<file path="src/rtl/vec_pkg.sv">
`default_nettype none

package vec_pkg;

	//////////////////////////////
	// Field widths
	//////////////////////////////
	localparam int REG_IDX_W = 5;	// Vector and scalar register index
	localparam int FUNCT_W   = 4;	// Vector operation code
	localparam int XLEN      = 32;	// Scalar data path
	localparam int ID_W      = 3;	// Issue id, sized for an 8-deep record

	// Major opcodes of the vector extension, anything else is scalar
	typedef enum logic [6:0] {
		OP_VEC_LOAD  = 7'b0000111,
		OP_VEC_STORE = 7'b0100111,
		OP_VEC_ARITH = 7'b1010111
	} vec_opcode_e;

	// Second ALU operand
	typedef enum logic [1:0] {
		SRC_VS  = 2'b00,	// Vector register
		SRC_RS  = 2'b01,	// Scalar register value
		SRC_IMM = 2'b11		// uimm5
	} alu_src_e;

	// Load/store addressing
	typedef enum logic [1:0] {
		UNIT    = 2'b00,
		STRIDED = 2'b01,
		INDEXED = 2'b11
	} lsu_mode_e;

	//////////////////////////////
	// Decoded vector instruction
	//////////////////////////////
	typedef struct packed {
		logic [REG_IDX_W-1:0] vs1;
		logic [REG_IDX_W-1:0] vs2;
		logic [REG_IDX_W-1:0] vd;
		logic [REG_IDX_W-1:0] rs1;	// Scalar source selects
		logic [REG_IDX_W-1:0] rs2;
		logic [REG_IDX_W-1:0] uimm5;
		logic [FUNCT_W-1:0]   funct;
		logic [1:0]           permute;	// Slide amount 0..3
		logic                 mask_en;
		alu_src_e             alu_src;
		logic                 dmr;	// Data memory read
		logic                 dmw;	// Data memory write
		logic                 reg_we;	// Vector register write
		logic                 mem_reg;	// Write data from memory, not ALU
		lsu_mode_e            mode_lsu;
	} vec_inst_t;

	// One issue slot towards the execution unit
	typedef struct packed {
		logic [ID_W-1:0] id;
		vec_inst_t       inst;
		logic [XLEN-1:0] rs1_val;	// Scalar operands read at issue
		logic [XLEN-1:0] rs2_val;
	} vec_issue_t;

endpackage

`default_nettype wire

</file>
<file path="src/rtl/vec_decode_stage.sv">
`timescale 1ns/1ps
`default_nettype none

module vec_decode_stage (
	input  wire logic                     reset,	// Clock
	input  wire logic                     clk,	// Async reset, active high
	input  wire logic [vec_pkg::XLEN-1:0] instr,
	input  wire logic                     instr_strobe,
	output vec_pkg::vec_inst_t            dec_item,
	output logic                          dec_vec,	// One cycle, vector word decoded
	output logic                          dec_scalar	// One cycle, scalar word seen
);

	import vec_pkg::*;

	vec_opcode_e opcode;
	logic        is_vec;
	vec_inst_t   dec_next;

	assign opcode = vec_opcode_e'(instr[6:0]);
	assign is_vec = (opcode == OP_VEC_LOAD) || (opcode == OP_VEC_STORE) ||
		(opcode == OP_VEC_ARITH);

	//////////////////////////////
	// Field extraction
	//////////////////////////////
	always_comb
	begin
		dec_next          = '0;
		dec_next.vd       = instr[11:7];
		dec_next.vs1      = instr[19:15];
		dec_next.rs1      = instr[19:15];	// Same slot, meaning depends on funct3
		dec_next.uimm5    = instr[19:15];
		dec_next.vs2      = instr[24:20];
		dec_next.rs2      = instr[24:20];
		dec_next.funct    = instr[31:28];
		dec_next.permute  = instr[27:26];
		dec_next.mode_lsu = lsu_mode_e'(instr[27:26]);	// Shares bits with permute
		dec_next.mask_en  = ~instr[25];	// vm=0 means masked
		// Operand source from funct3
		case (instr[14:12])
			3'b100:  dec_next.alu_src = SRC_RS;
			3'b011:  dec_next.alu_src = SRC_IMM;
			default: dec_next.alu_src = SRC_VS;	// 000 and unused codes
		endcase
		// Control bits by major opcode
		case (opcode)
			OP_VEC_LOAD:
			begin
				dec_next.dmr     = 1'b1;
				dec_next.reg_we  = 1'b1;
				dec_next.mem_reg = 1'b1;
			end
			OP_VEC_STORE: dec_next.dmw    = 1'b1;
			OP_VEC_ARITH: dec_next.reg_we = 1'b1;
			default: ;	// Scalar word, controls stay zero
		endcase
	end

	// Decoded payload, only loaded on a strobe
	always_ff @(posedge reset)
	begin
		if (instr_strobe)
			dec_item <= dec_next;
	end

	// Class pulses
	always_ff @(posedge reset or posedge clk)
	begin
		if (clk)
		begin
			dec_vec    <= 1'b0;
			dec_scalar <= 1'b0;
		end
		else
		begin
			dec_vec    <= instr_strobe & is_vec;
			dec_scalar <= instr_strobe & ~is_vec;
		end
	end

endmodule

`default_nettype wire

</file>
<file path="src/rtl/inst_record.sv">
`timescale 1ns/1ps
`default_nettype none

module inst_record #(
	parameter int DEPTH = 8
) (
	input  wire logic                       reset,	// Clock
	input  wire logic                       clk,	// Async reset, active high
	input  wire vec_pkg::vec_inst_t         dec_item,
	input  wire logic                       dec_vec,
	input  wire logic                       dec_scalar,
	input  wire logic [$clog2(DEPTH)-1:0]   rd_idx,	// From dispatch counter
	input  wire logic                       convoy_release,	// Empty and collect again
	output vec_pkg::vec_inst_t              rd_item,
	output logic                            convoy_ready,	// One cycle after close
	output logic [$clog2(DEPTH+1)-1:0]      convoy_count
);

	import vec_pkg::*;

	localparam int IDX_W = $clog2(DEPTH);
	localparam int CNT_W = $clog2(DEPTH+1);	// Must hold DEPTH itself

	typedef enum logic {
		REC_COLLECT,
		REC_HOLD
	} rec_state_e;

	rec_state_e       state;
	vec_inst_t        mem [DEPTH];	// Convoy storage
	logic [CNT_W-1:0] wr_ptr;	// Next free slot, also item count
	logic             wr_en;
	logic             close_full;
	logic             close_scalar;

	//////////////////////////////
	// Close conditions
	//////////////////////////////
	assign wr_en        = (state == REC_COLLECT) && dec_vec;
	assign close_full   = wr_en && (wr_ptr == CNT_W'(DEPTH - 1));	// DEPTH-th write
	assign close_scalar = (state == REC_COLLECT) && dec_scalar &&
		(wr_ptr != '0);	// Scalar on empty record is ignored

	// Entry write, consecutive slots from 0
	always_ff @(posedge reset)
	begin
		if (wr_en)
			mem[wr_ptr[IDX_W-1:0]] <= dec_item;
	end

	//////////////////////////////
	// Record control
	//////////////////////////////
	always_ff @(posedge reset or posedge clk)
	begin
		if (clk)
		begin
			state        <= REC_COLLECT;
			wr_ptr       <= '0;
			convoy_ready <= 1'b0;
		end
		else
		begin
			convoy_ready <= 1'b0;	// Pulse by default
			case (state)
				REC_COLLECT:
				begin
					if (wr_en)
						wr_ptr <= wr_ptr + 1'b1;
					if (close_full || close_scalar)
					begin
						state        <= REC_HOLD;	// Freeze contents for dispatch
						convoy_ready <= 1'b1;
					end
				end
				REC_HOLD:
				begin
					// Decode traffic dropped here until the convoy ends
					if (convoy_release)
					begin
						wr_ptr <= '0;
						state  <= REC_COLLECT;
					end
				end
				default: state <= REC_COLLECT;
			endcase
		end
	end

	// Read side for dispatch
	assign rd_item      = mem[rd_idx];
	assign convoy_count = wr_ptr;	// Stable while holding

endmodule

`default_nettype wire

</file>
<file path="src/rtl/dispatch_stage.sv">
`timescale 1ns/1ps
`default_nettype none

module dispatch_stage #(
	parameter int DEPTH = 8
) (
	input  wire logic                          reset,	// Clock
	input  wire logic                          clk,	// Async reset, active high
	input  wire logic                          convoy_ready,
	input  wire logic [$clog2(DEPTH+1)-1:0]    convoy_count,
	input  wire vec_pkg::vec_inst_t            rd_item,
	input  wire logic [vec_pkg::XLEN-1:0]      rs1_data,	// Scalar RF read data
	input  wire logic [vec_pkg::XLEN-1:0]      rs2_data,
	input  wire logic                          exe_stall,
	input  wire logic                          exe_done,
	output logic [$clog2(DEPTH)-1:0]           rd_idx,
	output logic [vec_pkg::REG_IDX_W-1:0]      rs1_sel,
	output logic [vec_pkg::REG_IDX_W-1:0]      rs2_sel,
	output vec_pkg::vec_issue_t                issue,
	output logic                               issue_start,
	output logic                               issue_clear,
	output logic                               convoy_busy,
	output logic                               convoy_release
);

	import vec_pkg::*;

	localparam int IDX_W = $clog2(DEPTH);
	localparam int CNT_W = $clog2(DEPTH+1);

	typedef enum logic [1:0] {
		DSP_IDLE,
		DSP_ISSUE,
		DSP_DRAIN
	} dsp_state_e;

	dsp_state_e       state;
	logic [IDX_W-1:0] disp_cnt;	// Next item to issue
	logic             issue_fire;
	logic             last_item;

	assign issue_fire = (state == DSP_ISSUE) && !exe_stall;	// Stall only holds, never drops
	assign last_item  = CNT_W'(disp_cnt) == (convoy_count - CNT_W'(1));

	// Record lookup and scalar RF selects
	assign rd_idx  = disp_cnt;
	assign rs1_sel = rd_item.rs1;
	assign rs2_sel = rd_item.rs2;

	assign convoy_busy = (state != DSP_IDLE);

	// Issue payload, operands sampled on the issuing edge
	always_ff @(posedge reset)
	begin
		if (issue_fire)
		begin
			issue.id      <= ID_W'(disp_cnt);
			issue.inst    <= rd_item;
			issue.rs1_val <= rs1_data;
			issue.rs2_val <= rs2_data;
		end
	end

	//////////////////////////////
	// Dispatch FSM
	//////////////////////////////
	always_ff @(posedge reset or posedge clk)
	begin
		if (clk)
		begin
			state          <= DSP_IDLE;
			disp_cnt       <= '0;
			issue_start    <= 1'b0;
			issue_clear    <= 1'b1;	// Execution unit held clear out of reset
			convoy_release <= 1'b0;
		end
		else
		begin
			issue_start    <= 1'b0;
			convoy_release <= 1'b0;
			if (convoy_release)
				issue_clear <= 1'b0;	// End of the convoy-end clear pulse
			case (state)
				DSP_IDLE:
				begin
					disp_cnt <= '0;
					if (convoy_ready)
						state <= DSP_ISSUE;	// First issue next cycle
				end
				DSP_ISSUE:
				begin
					if (issue_fire)
					begin
						issue_start <= 1'b1;
						issue_clear <= 1'b0;
						if (last_item)
							state <= DSP_DRAIN;
						else
							disp_cnt <= disp_cnt + 1'b1;
					end
				end
				DSP_DRAIN:
				begin
					// Wait for the execution unit to finish
					if (exe_done)
					begin
						issue_clear    <= 1'b1;
						convoy_release <= 1'b1;
						disp_cnt       <= '0;
						state          <= DSP_IDLE;
					end
				end
				default: state <= DSP_IDLE;
			endcase
		end
	end

endmodule

`default_nettype wire

</file>
<file path="src/rtl/vector_issue_top.sv">
`timescale 1ns/1ps
`default_nettype none

module vector_issue_top #(
	parameter int DEPTH = 8	// Convoy record depth
) (
	input  wire logic                         reset,	// Clock
	input  wire logic                         clk,	// Async reset, active high
	input  wire logic [vec_pkg::XLEN-1:0]     instr,
	input  wire logic                         instr_strobe,
	input  wire logic [vec_pkg::XLEN-1:0]     rs1_data,
	input  wire logic [vec_pkg::XLEN-1:0]     rs2_data,
	input  wire logic                         exe_stall,
	input  wire logic                         exe_done,
	output vec_pkg::vec_issue_t               issue,
	output logic                              issue_start,
	output logic                              issue_clear,
	output logic [vec_pkg::REG_IDX_W-1:0]     rs1_sel,
	output logic [vec_pkg::REG_IDX_W-1:0]     rs2_sel,
	output logic                              convoy_busy
);

	import vec_pkg::*;

	//////////////////////////////
	// Stage interconnect
	//////////////////////////////
	vec_inst_t                    dec_item;
	logic                         dec_vec;
	logic                         dec_scalar;
	vec_inst_t                    rd_item;
	logic [$clog2(DEPTH)-1:0]     rd_idx;
	logic                         convoy_ready;
	logic [$clog2(DEPTH+1)-1:0]   convoy_count;
	logic                         convoy_release;

	// Strobed word to decoded item
	vec_decode_stage decode_inst (
		.reset        (reset),
		.clk          (clk),
		.instr        (instr),
		.instr_strobe (instr_strobe),
		.dec_item     (dec_item),
		.dec_vec      (dec_vec),
		.dec_scalar   (dec_scalar)
	);

	// Convoy capture
	inst_record #(
		.DEPTH (DEPTH)
	) record_inst (
		.reset          (reset),
		.clk            (clk),
		.dec_item       (dec_item),
		.dec_vec        (dec_vec),
		.dec_scalar     (dec_scalar),
		.rd_idx         (rd_idx),
		.convoy_release (convoy_release),
		.rd_item        (rd_item),
		.convoy_ready   (convoy_ready),
		.convoy_count   (convoy_count)
	);

	// In-order issue to the execution unit
	dispatch_stage #(
		.DEPTH (DEPTH)
	) dispatch_inst (
		.reset          (reset),
		.clk            (clk),
		.convoy_ready   (convoy_ready),
		.convoy_count   (convoy_count),
		.rd_item        (rd_item),
		.rs1_data       (rs1_data),
		.rs2_data       (rs2_data),
		.exe_stall      (exe_stall),
		.exe_done       (exe_done),
		.rd_idx         (rd_idx),
		.rs1_sel        (rs1_sel),
		.rs2_sel        (rs2_sel),
		.issue          (issue),
		.issue_start    (issue_start),
		.issue_clear    (issue_clear),
		.convoy_busy    (convoy_busy),
		.convoy_release (convoy_release)
	);

endmodule

`default_nettype wire

</file>
<file path="config.mk">
export PLATFORM = sky130hd
export DESIGN_NAME = vector_issue_top
export DESIGN_NICKNAME = d
export VERILOG_FILES = /design/src/rtl/vec_pkg.sv /design/src/rtl/vec_decode_stage.sv /design/src/rtl/inst_record.sv /design/src/rtl/dispatch_stage.sv /design/src/rtl/vector_issue_top.sv
export SDC_FILE = /design/constraint.sdc
export NUM_CORES = 1
export LEC_CHECK = 0
export BUFFER_PORTS_ARGS = -buffer_cell sky130_fd_sc_hd__buf_4
export CAP_MARGIN = 20
export CORE_ASPECT_RATIO = 0.9
export CORE_UTILIZATION = 35
export CTS_CLUSTER_SIZE = 12
export DETAILED_ROUTE_END_ITERATION = 6
export PLACE_DENSITY = 0.54
export SKIP_LAST_GASP = 1
export SYNTH_ARGS = -nofsm -noshare
export SYNTH_HDL_FRONTEND = slang
export SYNTH_HIERARCHICAL = 1
export SYNTH_SLANG_ARGS = --single-unit
</file>
<file path="constraint.sdc">
create_clock -name reset -period 9.6 [get_ports reset]
set_clock_uncertainty 0.15 [all_clocks]
set_input_delay 1.92 -clock reset [delete_from_list [all_inputs] [get_ports reset]]
set_output_delay 1.92 -clock reset [all_outputs]
set_load 0.005 [all_outputs]
</file>
==> reports/qor.csv, run 1 <==
metric;value;unit
setup_violations;0;
gp_congestion;0.675;
seqPwrFrac;52.6;%
r2r_end;dispatch_inst/issue[92];
grt-ovfl-total;0;
synth_ff_type;edfxtp_1;
synth_edf_count;499;
reg2reg_depth;5;
tightest_slew;922;ps
min_period;5280;ps
synth_fp_nets;933;
p_per_area;222;nW/µm²
route.layer.met1.wl;17.1;mm
worst_hold_slack;398;ps
drc;0;
p_leak;0.00793;µW
layout_commonest_cell;edfxtp_1;
post_synth_and_or_nand_nor_area_fraction;1.69;%
dieArea;56500;µm²
internal_power;4010;µW
num_rows;81;
num_vias;8716;
synth_mux_area_share;14.9;%
critPathMaxFanout;44;
max_stage_delay;800;ps
clk_path_buf_depth;3;
cp_common_cell;buf_4;
seq_area;15400;µm²
synthCells;822;
critPathCaptureType;output port;
fin_nets;1173;
rsz0062_at_grt;false;
critPathBufInv;2;
r2r_slack;6470;ps
die_x;250;µm
ctsResizeCount;0;
synth-seq-cells;515;
dr_wl_met3;1.77;mm
cp-endpoint;rs1_sel[4];
comb_power_share;11.3;%
drtAntennaViolNets;0;
via_per_inst;4.83;
first_pass_iters;4;
final_max_slew_viol_count;0;
start_util;35.6;%
post_drt_wl_per_cell;21.2;µm
numCtsBuffers;54;
postLayoutCellArea;23400;µm²
tritoncts;built;
synth_top_family_by_area;multiplexers;
hold_class;flip-flop to flip-flop;
multi_input_area;3660;µm²
route.met2.wl;18.6;mm
final_cell_mix;499 x edfxtp_1, 240 x buf_4, 90 x mux4_1;
crit_family;multiplexers;
power.switching;1180;µW
max_freq;0.189;GHz
finalPower;5190;µW
synth-xor-area-share;0.206;%
post_cts_buffers;0;
slew_headroom;38.6;%
async_reset_ff_share;3.11;%
highest-signal-layer;met4;
setup_ws;4320;ps
clkTransAtPathRegs;60;ps
largest_reg_flops;360;
clkPwrFrac;36.1;%
peakVddDrop;0.000102;V
pre_cts_slack;4860;ps
crit_start;dispatch_inst/rd_idx[0];
hold_viol_final;0;
avgSynthCellArea;23.7;µm²
grt_max_degree;59;
syn_area;19400;µm²
yosysWarningCount;6;
synth_compound_area_share;1.09;%
grt_pass1_vias;9018;
crit_chain;buf_4, mux4_1, mux2_2, buf_4;
cp.required;7530;ps
r2r-start;dispatch_inst/state[1];
num-fill-cells;4714;
placed_area;21800;µm²
core_area;54600;µm²
drv_cap;0;
antenna_found_initial;0;
drive_gt1_share;34.2;%
grt_use_total;13.6;%
grt_pass1_wl;56.5;mm
critPathArrivalTime;3210;ps
setup_tns;0;ps
cts_root_buf;clkbuf_16;
worstSetupStartpointType;flip-flop;
synth-seq-area-share;79.1;%
synth.distinct_cells;46;
drt_iter0_drc;482;
swShare;22.7;%
cp_slowest_cell;dfrtp_4;
status;finished, final reports clean;
cts_sinks;515;
portBuffers;225;
htree_levels;2;
area_growth;20.2;%
n_antenna_cell;0;
pin_count;226;
synth_fa_ha_area_share;0.643;%
path_class;flip-flop to output port;
path_depth;4;
die_y;226;µm
routed_wl;38.2;mm
clk-insertion-delay-late;600;ps
fin_crit_sh;55.0;%
cts_hold_buf;0;
hpwlAfterDp;19.8;mm
==> how the worst min path moves through the flow <==
stage                             from                        to  slack (ps)  cells past startpoint
2_1_floorplan  dispatch_inst/rd_idx[1]  dispatch_inst/issue[110]         360                      0
3_3_place_gp   dispatch_inst/rd_idx[1]  dispatch_inst/issue[110]         380                      0
3_5_place_dp   dispatch_inst/rd_idx[1]  dispatch_inst/issue[110]         390                      0
4_1_cts        dispatch_inst/rd_idx[1]  dispatch_inst/issue[110]         400                      0
5_1_grt        dispatch_inst/rd_idx[1]  dispatch_inst/issue[110]         410                      0
6_report       dispatch_inst/rd_idx[1]  dispatch_inst/issue[110]         400                      0
==> per-stage QoR <==
stage	util (%)	std cells
floorplan	-	822
global placement	39.9	1711
detailed placement	39.9	1711
CTS	42.8	1803
global route	42.8	1803
finish	42.8	1803
==> area by class of cell <==
type	count	area share [%]
repair buffers	240	7.71
clock buffers	69	6.02
inverters	18	0.289
flip-flops and latches	515	65.9
multi-input cells	233	15.7
well taps	705	3.77
clock inverters	23	0.664
==> cells in the mapped netlist, types with 2 or more instances <==
cell type | n | area [µm²]
edfxtp_1 | 499 | 15000
mux4_1 | 90 | 2360
mux2_2 | 46 | 518
buf_4 | 28 | 210
inv_1 | 18 | 67.6
dfrtp_1 | 15 | 375
nand2_1 | 14 | 52.6
buf_6 | 10 | 113
ha_1 | 10 | 125
clkbuf_1 | 8 | 30.0
buf_1 | 7 | 26.3
nor2_1 | 7 | 26.3
nor2b_1 | 6 | 37.5
o21ai_0 | 6 | 30.0
nand2b_1 | 5 | 31.3
a21oi_1 | 3 | 15.0
and2_1 | 3 | 18.8
nand4_1 | 3 | 18.8
nor3_1 | 3 | 15.0
nor4b_1 | 3 | 26.3
o211ai_1 | 3 | 22.5
a211oi_2 | 2 | 25.0
a22o_1 | 2 | 17.5
clkbuf_2 | 2 | 10.0
nand3_1 | 2 | 10.0
nor3_2 | 2 | 20.0
o22ai_1 | 2 | 12.5
o311ai_0 | 2 | 17.5
o31ai_1 | 2 | 15.0
or3_1 | 2 | 12.5
xor2_1 | 2 | 17.5
==> logic make-up (layout without fill, tap and decap cells) <==
kind of cell / count (synthesis) / after routing
AO/OA/AOI/OAI: 28 / 28
XOR/XNOR: 3 / 3
adder cells (fa/ha/maj): 10 / 10
buffers and inverters: 74 / 350
flip-flops: 515 / 515
multiplexers: 137 / 137
AND/OR/NAND/NOR: 55 / 55
==> power groups by stage <==
| stage | clock [µW] | combinational [µW] | sequential (µW) |
|---|---|---|---|
| after detailed placement | 0 | 599 | 2780 |
| after CTS | 1940 | 603 | 2740 |
| after global placement | 0 | 593 | 2780 |
| after floorplan | 0 | 371 | 2750 |
| final | 1880 | 584 | 2730 |
| after global routing | 2020 | 640 | 2750 |
==> metal layers <==
layer	vias up	GRT usage, %
met3	55	2.66
met2	211	22.5
met5	-	0
li1	3933	-
met4	0	4.27
met1	4517	18.1
(Power assumes the default switching activity.)
==> run 2: changes to the inputs <==
ABC_AREA = 1   (was not set)
clock period = 4.9 ns   (was 9.6 ns; I/O delays follow)
==> reports/qor.csv, run 2 <==
metric;value;unit
status;finished, final reports clean;
htree_levels;2;
clkTransAtPathRegs;60;ps
final_cell_mix;536 x nand2_1, 499 x edfxtp_1, 387 x inv_1;
drv_cap;0;
max_freq;0.253;GHz
hpwlAfterDp;27.6;mm
worst_hold_slack;89.4;ps
ctsResizeCount;0;
start_util;35.6;%
fin_nets;2198;
hold_viol_final;0;
p_leak;0.0115;µW
drtAntennaViolNets;0;
synthCells;1879;
avgSynthCellArea;12.0;µm²
slew_headroom;25.7;%
post_drt_wl_per_cell;16.7;µm
async_reset_ff_share;3.11;%
syn_area;22500;µm²
tightest_slew;1110;ps
rsz0062_at_grt;false;
grt_pass1_vias;12887;
cts_root_buf;clkbuf_16;
synth_area_leaders;edfxtp_1 67%, nand2_1 8.9%, inv_1 6.5%;
r2r-start;dispatch_inst/rd_idx[0];
die_x;269;µm
num_rows;87;
cp.required;3770;ps
area_growth;17.3;%
grt_use_total;15.2;%
synth_commonest_cells;536 x nand2_1, 499 x edfxtp_1, 389 x inv_1, 96 x nand3_1;
tritoncts;built;
min_period;3950;ps
yosysMostFrequentCell;nand2_1;
reg2reg_depth;7;
antenna_found_initial;0;
hold_class;input pin to asynchronous set/reset pin;
critPathMaxFanout;106;
cts_hold_buf;0;
synth_ff_type;edfxtp_1;
grt_max_degree;107;
synth-seq-cells;515;
largest_reg_flops;360;
gp_congestion;0.735;
via_per_inst;4.37;
yosysWarningCount;6;
numCtsBuffers;54;
final_max_slew_viol_count;0;
critPathArrivalTime;2820;ps
synth.distinct_cells;34;
fin_crit_sh;80.5;%
peakVddDrop;0.000289;V
portBuffers;225;
r2r_slack;1780;ps
critPathCaptureType;output port;
n_antenna_cell;0;
core_area;63100;µm²
cp_common_cell;nand2_1;
synth_edf_count;499;
dieArea;65300;µm²
yosysTopAreaCell;edfxtp_1;
first_pass_iters;4;
routed_wl;49.7;mm
setup_violations;0;
drive_gt1_share;25.1;%
worstSetupStartpointType;flip-flop;
die_y;242;µm
r2r_end;dispatch_inst/issue[79];
num_vias;12998;
crit_chain;clkinv_8, nand2_1, nand3_1, nand2_1, nand2_1, nand2_1, buf_4;
layout_commonest_cell;nand2_1;
cts_sinks;515;
grt-ovfl-total;0;
setup_tns;0;ps
cp_slowest_cell;dfrtp_4;
clk-insertion-delay-late;600;ps
max_stage_delay;670;ps
synth_fp_nets;1990;
synth_top_area_share;66.6;%
p_per_area;465;nW/µm²
drc;0;
grt_pass1_wl;76.1;mm
clk_path_buf_depth;3;
drt_iter0_drc;832;
synth-seq-area-share;68.4;%
path_class;flip-flop to output port;
post_cts_buffers;0;
pin_count;226;
==> run 2: cell types whose count changed after synthesis, moves of 46 or more <==
cell     before  now
nand2_1      14  536
inv_1        18  389
nand3_2       0   91
mux4_1       90    0
nand3_1       2   96
nand2_4       0   91
mux2_2       46    0
==> run 2: cell families after synthesis <==
| logic type | Yosys count | share of synthesized area, % |
|---|---|---|
| compound gates | 9 | 0.306 |
| xor+xnor | 3 | 0.117 |
| fa+ha+maj | 10 | 0.556 |
| buf+inv | 492 | 9.91 |
| flops | 515 | 68.4 |
| simple gates | 850 | 20.7 |
==> run 2: layer usage <==
| layer | routed length (µm) | GRT usage, % | part of all wire (%) |
|---|---|---|---|
| met5 | 0 | 0 | 0 |
| met4 | 1030 | 4.42 | 2.1 |
| met3 | 1900 | 2.38 | 3.8 |
| met2 | 24200 | 25.5 | 49 |
| met1 | 22500 | 20.3 | 45 |
==> run 2: worst max path at each step <==
stage	start	to	slack (ps)
6_report	dispatch_inst/rd_idx[0]	rs1_sel[3]	950
5_1_grt	dispatch_inst/rd_idx[0]	rs1_sel[3]	750
4_1_cts	dispatch_inst/rd_idx[0]	rs1_sel[3]	880
3_5_place_dp	dispatch_inst/rd_idx[0]	rs1_sel[3]	1560
3_3_place_gp	dispatch_inst/rd_idx[0]	rs1_sel[3]	1590
2_1_floorplan	exe_stall	dispatch_inst/issue[0]	400
==> run 2: layout make-up <==
cell class                      instances  area, µm²
Clock buffer                           73       1420
Timing Repair Buffer                  247       1870
Sequential cell                       515      15400
Clock inverter                         22        196
Fill cell                            5938      36800
Tap cell                              845       1060
Multi-Input combinational cell        872       4930
Inverter                              397       1510
==> run 2: where the power goes <==
part           switching (µW)  internal, µW
Clock                    1660          2180
Sequential                280          5230
Combinational            1840          1070
Total                    3770          8480
==> run 2: stage by stage <==
stage                     cell area, µm²  power [µW]  worst slack [ps]  util (%)  cells
after global routing               26400       12900               747      41.8   2971
after global placement             24800        8530              1590      39.2   2876
after floorplan                    22500        7700               401         -   1879
final                              26400       12300               955      41.8   2971
after CTS                          26400       12500               884      41.8   2971
after detailed placement           24800        8570              1560      39.2   2876
==> run 2: critical path: cells and delay by family (launching register included) <==
kind	cells	cell delay, ps
and+or+nand+nor	5	670
buffers and inverters	2	800
DFF	1	670
==> run 3: changes to the inputs <==
PLACE_DENSITY = 0.56   (was 0.54)
clock period = 3.6 ns   (was 4.9 ns; I/O delays follow)
==> reports/qor.csv, run 3 (synthesized netlist as in run 2, its figures left out) <==
metric;value;unit
num_vias;12909;
gp_congestion;0.753;
drtAntennaViolNets;0;
setup_violations;0;
cp.required;2730;ps
largest_reg_flops;360;
num-fill-cells;5938;
die_y;242;µm
peakVddDrop;0.000358;V
hold_viol_final;0;
critPathArrivalTime;2230;ps
clkPwrFrac;30.4;%
p_leak;0.0115;µW
tightest_slew;975;ps
numCtsBuffers;53;
grt_pass1_vias;13084;
drt_iter0_drc;833;
cts_root_buf;clkbuf_16;
portBuffers;225;
drive_gt1_share;25.0;%
multi_input_area;4930;µm²
n_antenna_cell;0;
layout_commonest_cell;nand2_1;
area_growth;17.6;%
fin_crit_sh;86.0;%
worst_hold_slack;147;ps
critPathMaxFanout;35;
fin_cells;2968;
slew_headroom;35.0;%
drv_cap;0;
htree_levels;2;
setup_tns;0;ps
via_per_inst;4.35;
critPathCaptureType;output port;
status;finished, final reports clean;
swShare;30.8;%
path_class;flip-flop to output port;
hpwlAfterDp;27.1;mm
pin_count;226;
grt-ovfl-total;0;
crit_start;dispatch_inst/rd_idx[1];
postLayoutCellArea;26400;µm²
clk_path_buf_depth;3;
internal_power;11400;µW
p_per_area;624;nW/µm²
placed_area;24900;µm²
die_x;269;µm
grt_pass1_wl;75.5;mm
hold_class;input pin to flip-flop;
cts_sinks;515;
first_pass_iters;7;
seqPwrFrac;45.0;%
post_drt_wl_per_cell;16.5;µm
num_rows;87;
tritoncts;built;
rsz0062_at_grt;false;
fin_nets;2198;
min_period;3100;ps
core_area;63100;µm²
antenna_found_initial;0;
grt_max_degree;119;
power.switching;5080;µW
start_util;35.6;%
seq_area;15400;µm²
max_freq;0.323;GHz
drc;0;
clkTransAtPathRegs;60;ps
final_max_slew_viol_count;0;
routed_wl;49.1;mm
comb_power_share;24.6;%
final_cell_mix;536 x nand2_1, 499 x edfxtp_1, 387 x inv_1;
holdCritStartpoint;instr[23];
dpl.cell_count;2876;
worstSetupStartpointType;flip-flop;
finalPower;16500;µW
r2r-start;dispatch_inst/rd_idx[1];
ctsResizeCount;0;
clk-insertion-delay-late;600;ps
grt_use_total;15.1;%
dieArea;65300;µm²
==> run 3: cell types whose count changed in the layout (fill, tap and decap cells not counted), sizes merged <==
cell and change:
clkbuf -1, clkinv +3, clkinvlp -2, dlygate4sd3 +1
inv -2, bufinv -2
==> run 3: worst max-delay path, cell delays in order (launching register included) <==
cell	delay, ps
dfrtp_4	680
inv_6	410
nand3_2	110
nand2_1	80
nand2_1	50
nand2_1	150
buf_4	130
==> run 3: power groups by stage <==
stage / combinational (µW) / sequential [µW] / clock (µW)
global placement: 4050 / 7550 / 0
finish: 4060 / 7430 / 5020
CTS: 4130 / 7450 / 5200
floorplan: 3060 / 7410 / 0
global route: 4530 / 7480 / 5430
detailed placement: 4110 / 7570 / 0
==> run 3: layout make-up <==
class                           count  area share (%)
Tap cell                          845            4.00
Inverter                          397            5.71
Clock buffer                       72            5.40
Sequential cell                   515            58.2
Timing Repair Buffer              248            7.57
Multi-Input combinational cell    872            18.7
Clock inverter                     19           0.445
==> run 3: through the flow <==
stage	util [%]	worst slack (ps)
floorplan	-	370
global placement	39.4	1130
detailed placement	39.4	1110
CTS	41.9	460
global route	41.9	361
finish	41.9	505
==> run 3: per-layer routing <==
layer | share of wire (%) | track usage [%] | wire [µm]
met1 | 44 | 19.6 | 21800
met2 | 49 | 25.9 | 24100
met3 | 3.8 | 2.42 | 1880
met4 | 2.6 | 4.89 | 1260
met5 | 0 | 0 | 0
==> run 3: path summary, 6_finish.rpt <==
path,endpoint,slack [ps],cells after the start
setup / recovery,rs2_sel[0],500,6
hold / removal,decode_inst/dec_item[23],150,1
setup reg to reg,dispatch_inst/issue[103],1140,6
hold reg to reg,record_inst/convoy_ready,360,2
max in group asynchronous,dispatch_inst/rd_idx[1],2300,3
min in group asynchronous,decode_inst/dec_scalar,400,3
==> run 3: repair_timing <==
action / in CTS / in global routing
hold endpoints to repair: 8 / 0
hold buffers: 1 / 0
setup buffers: 0 / 0
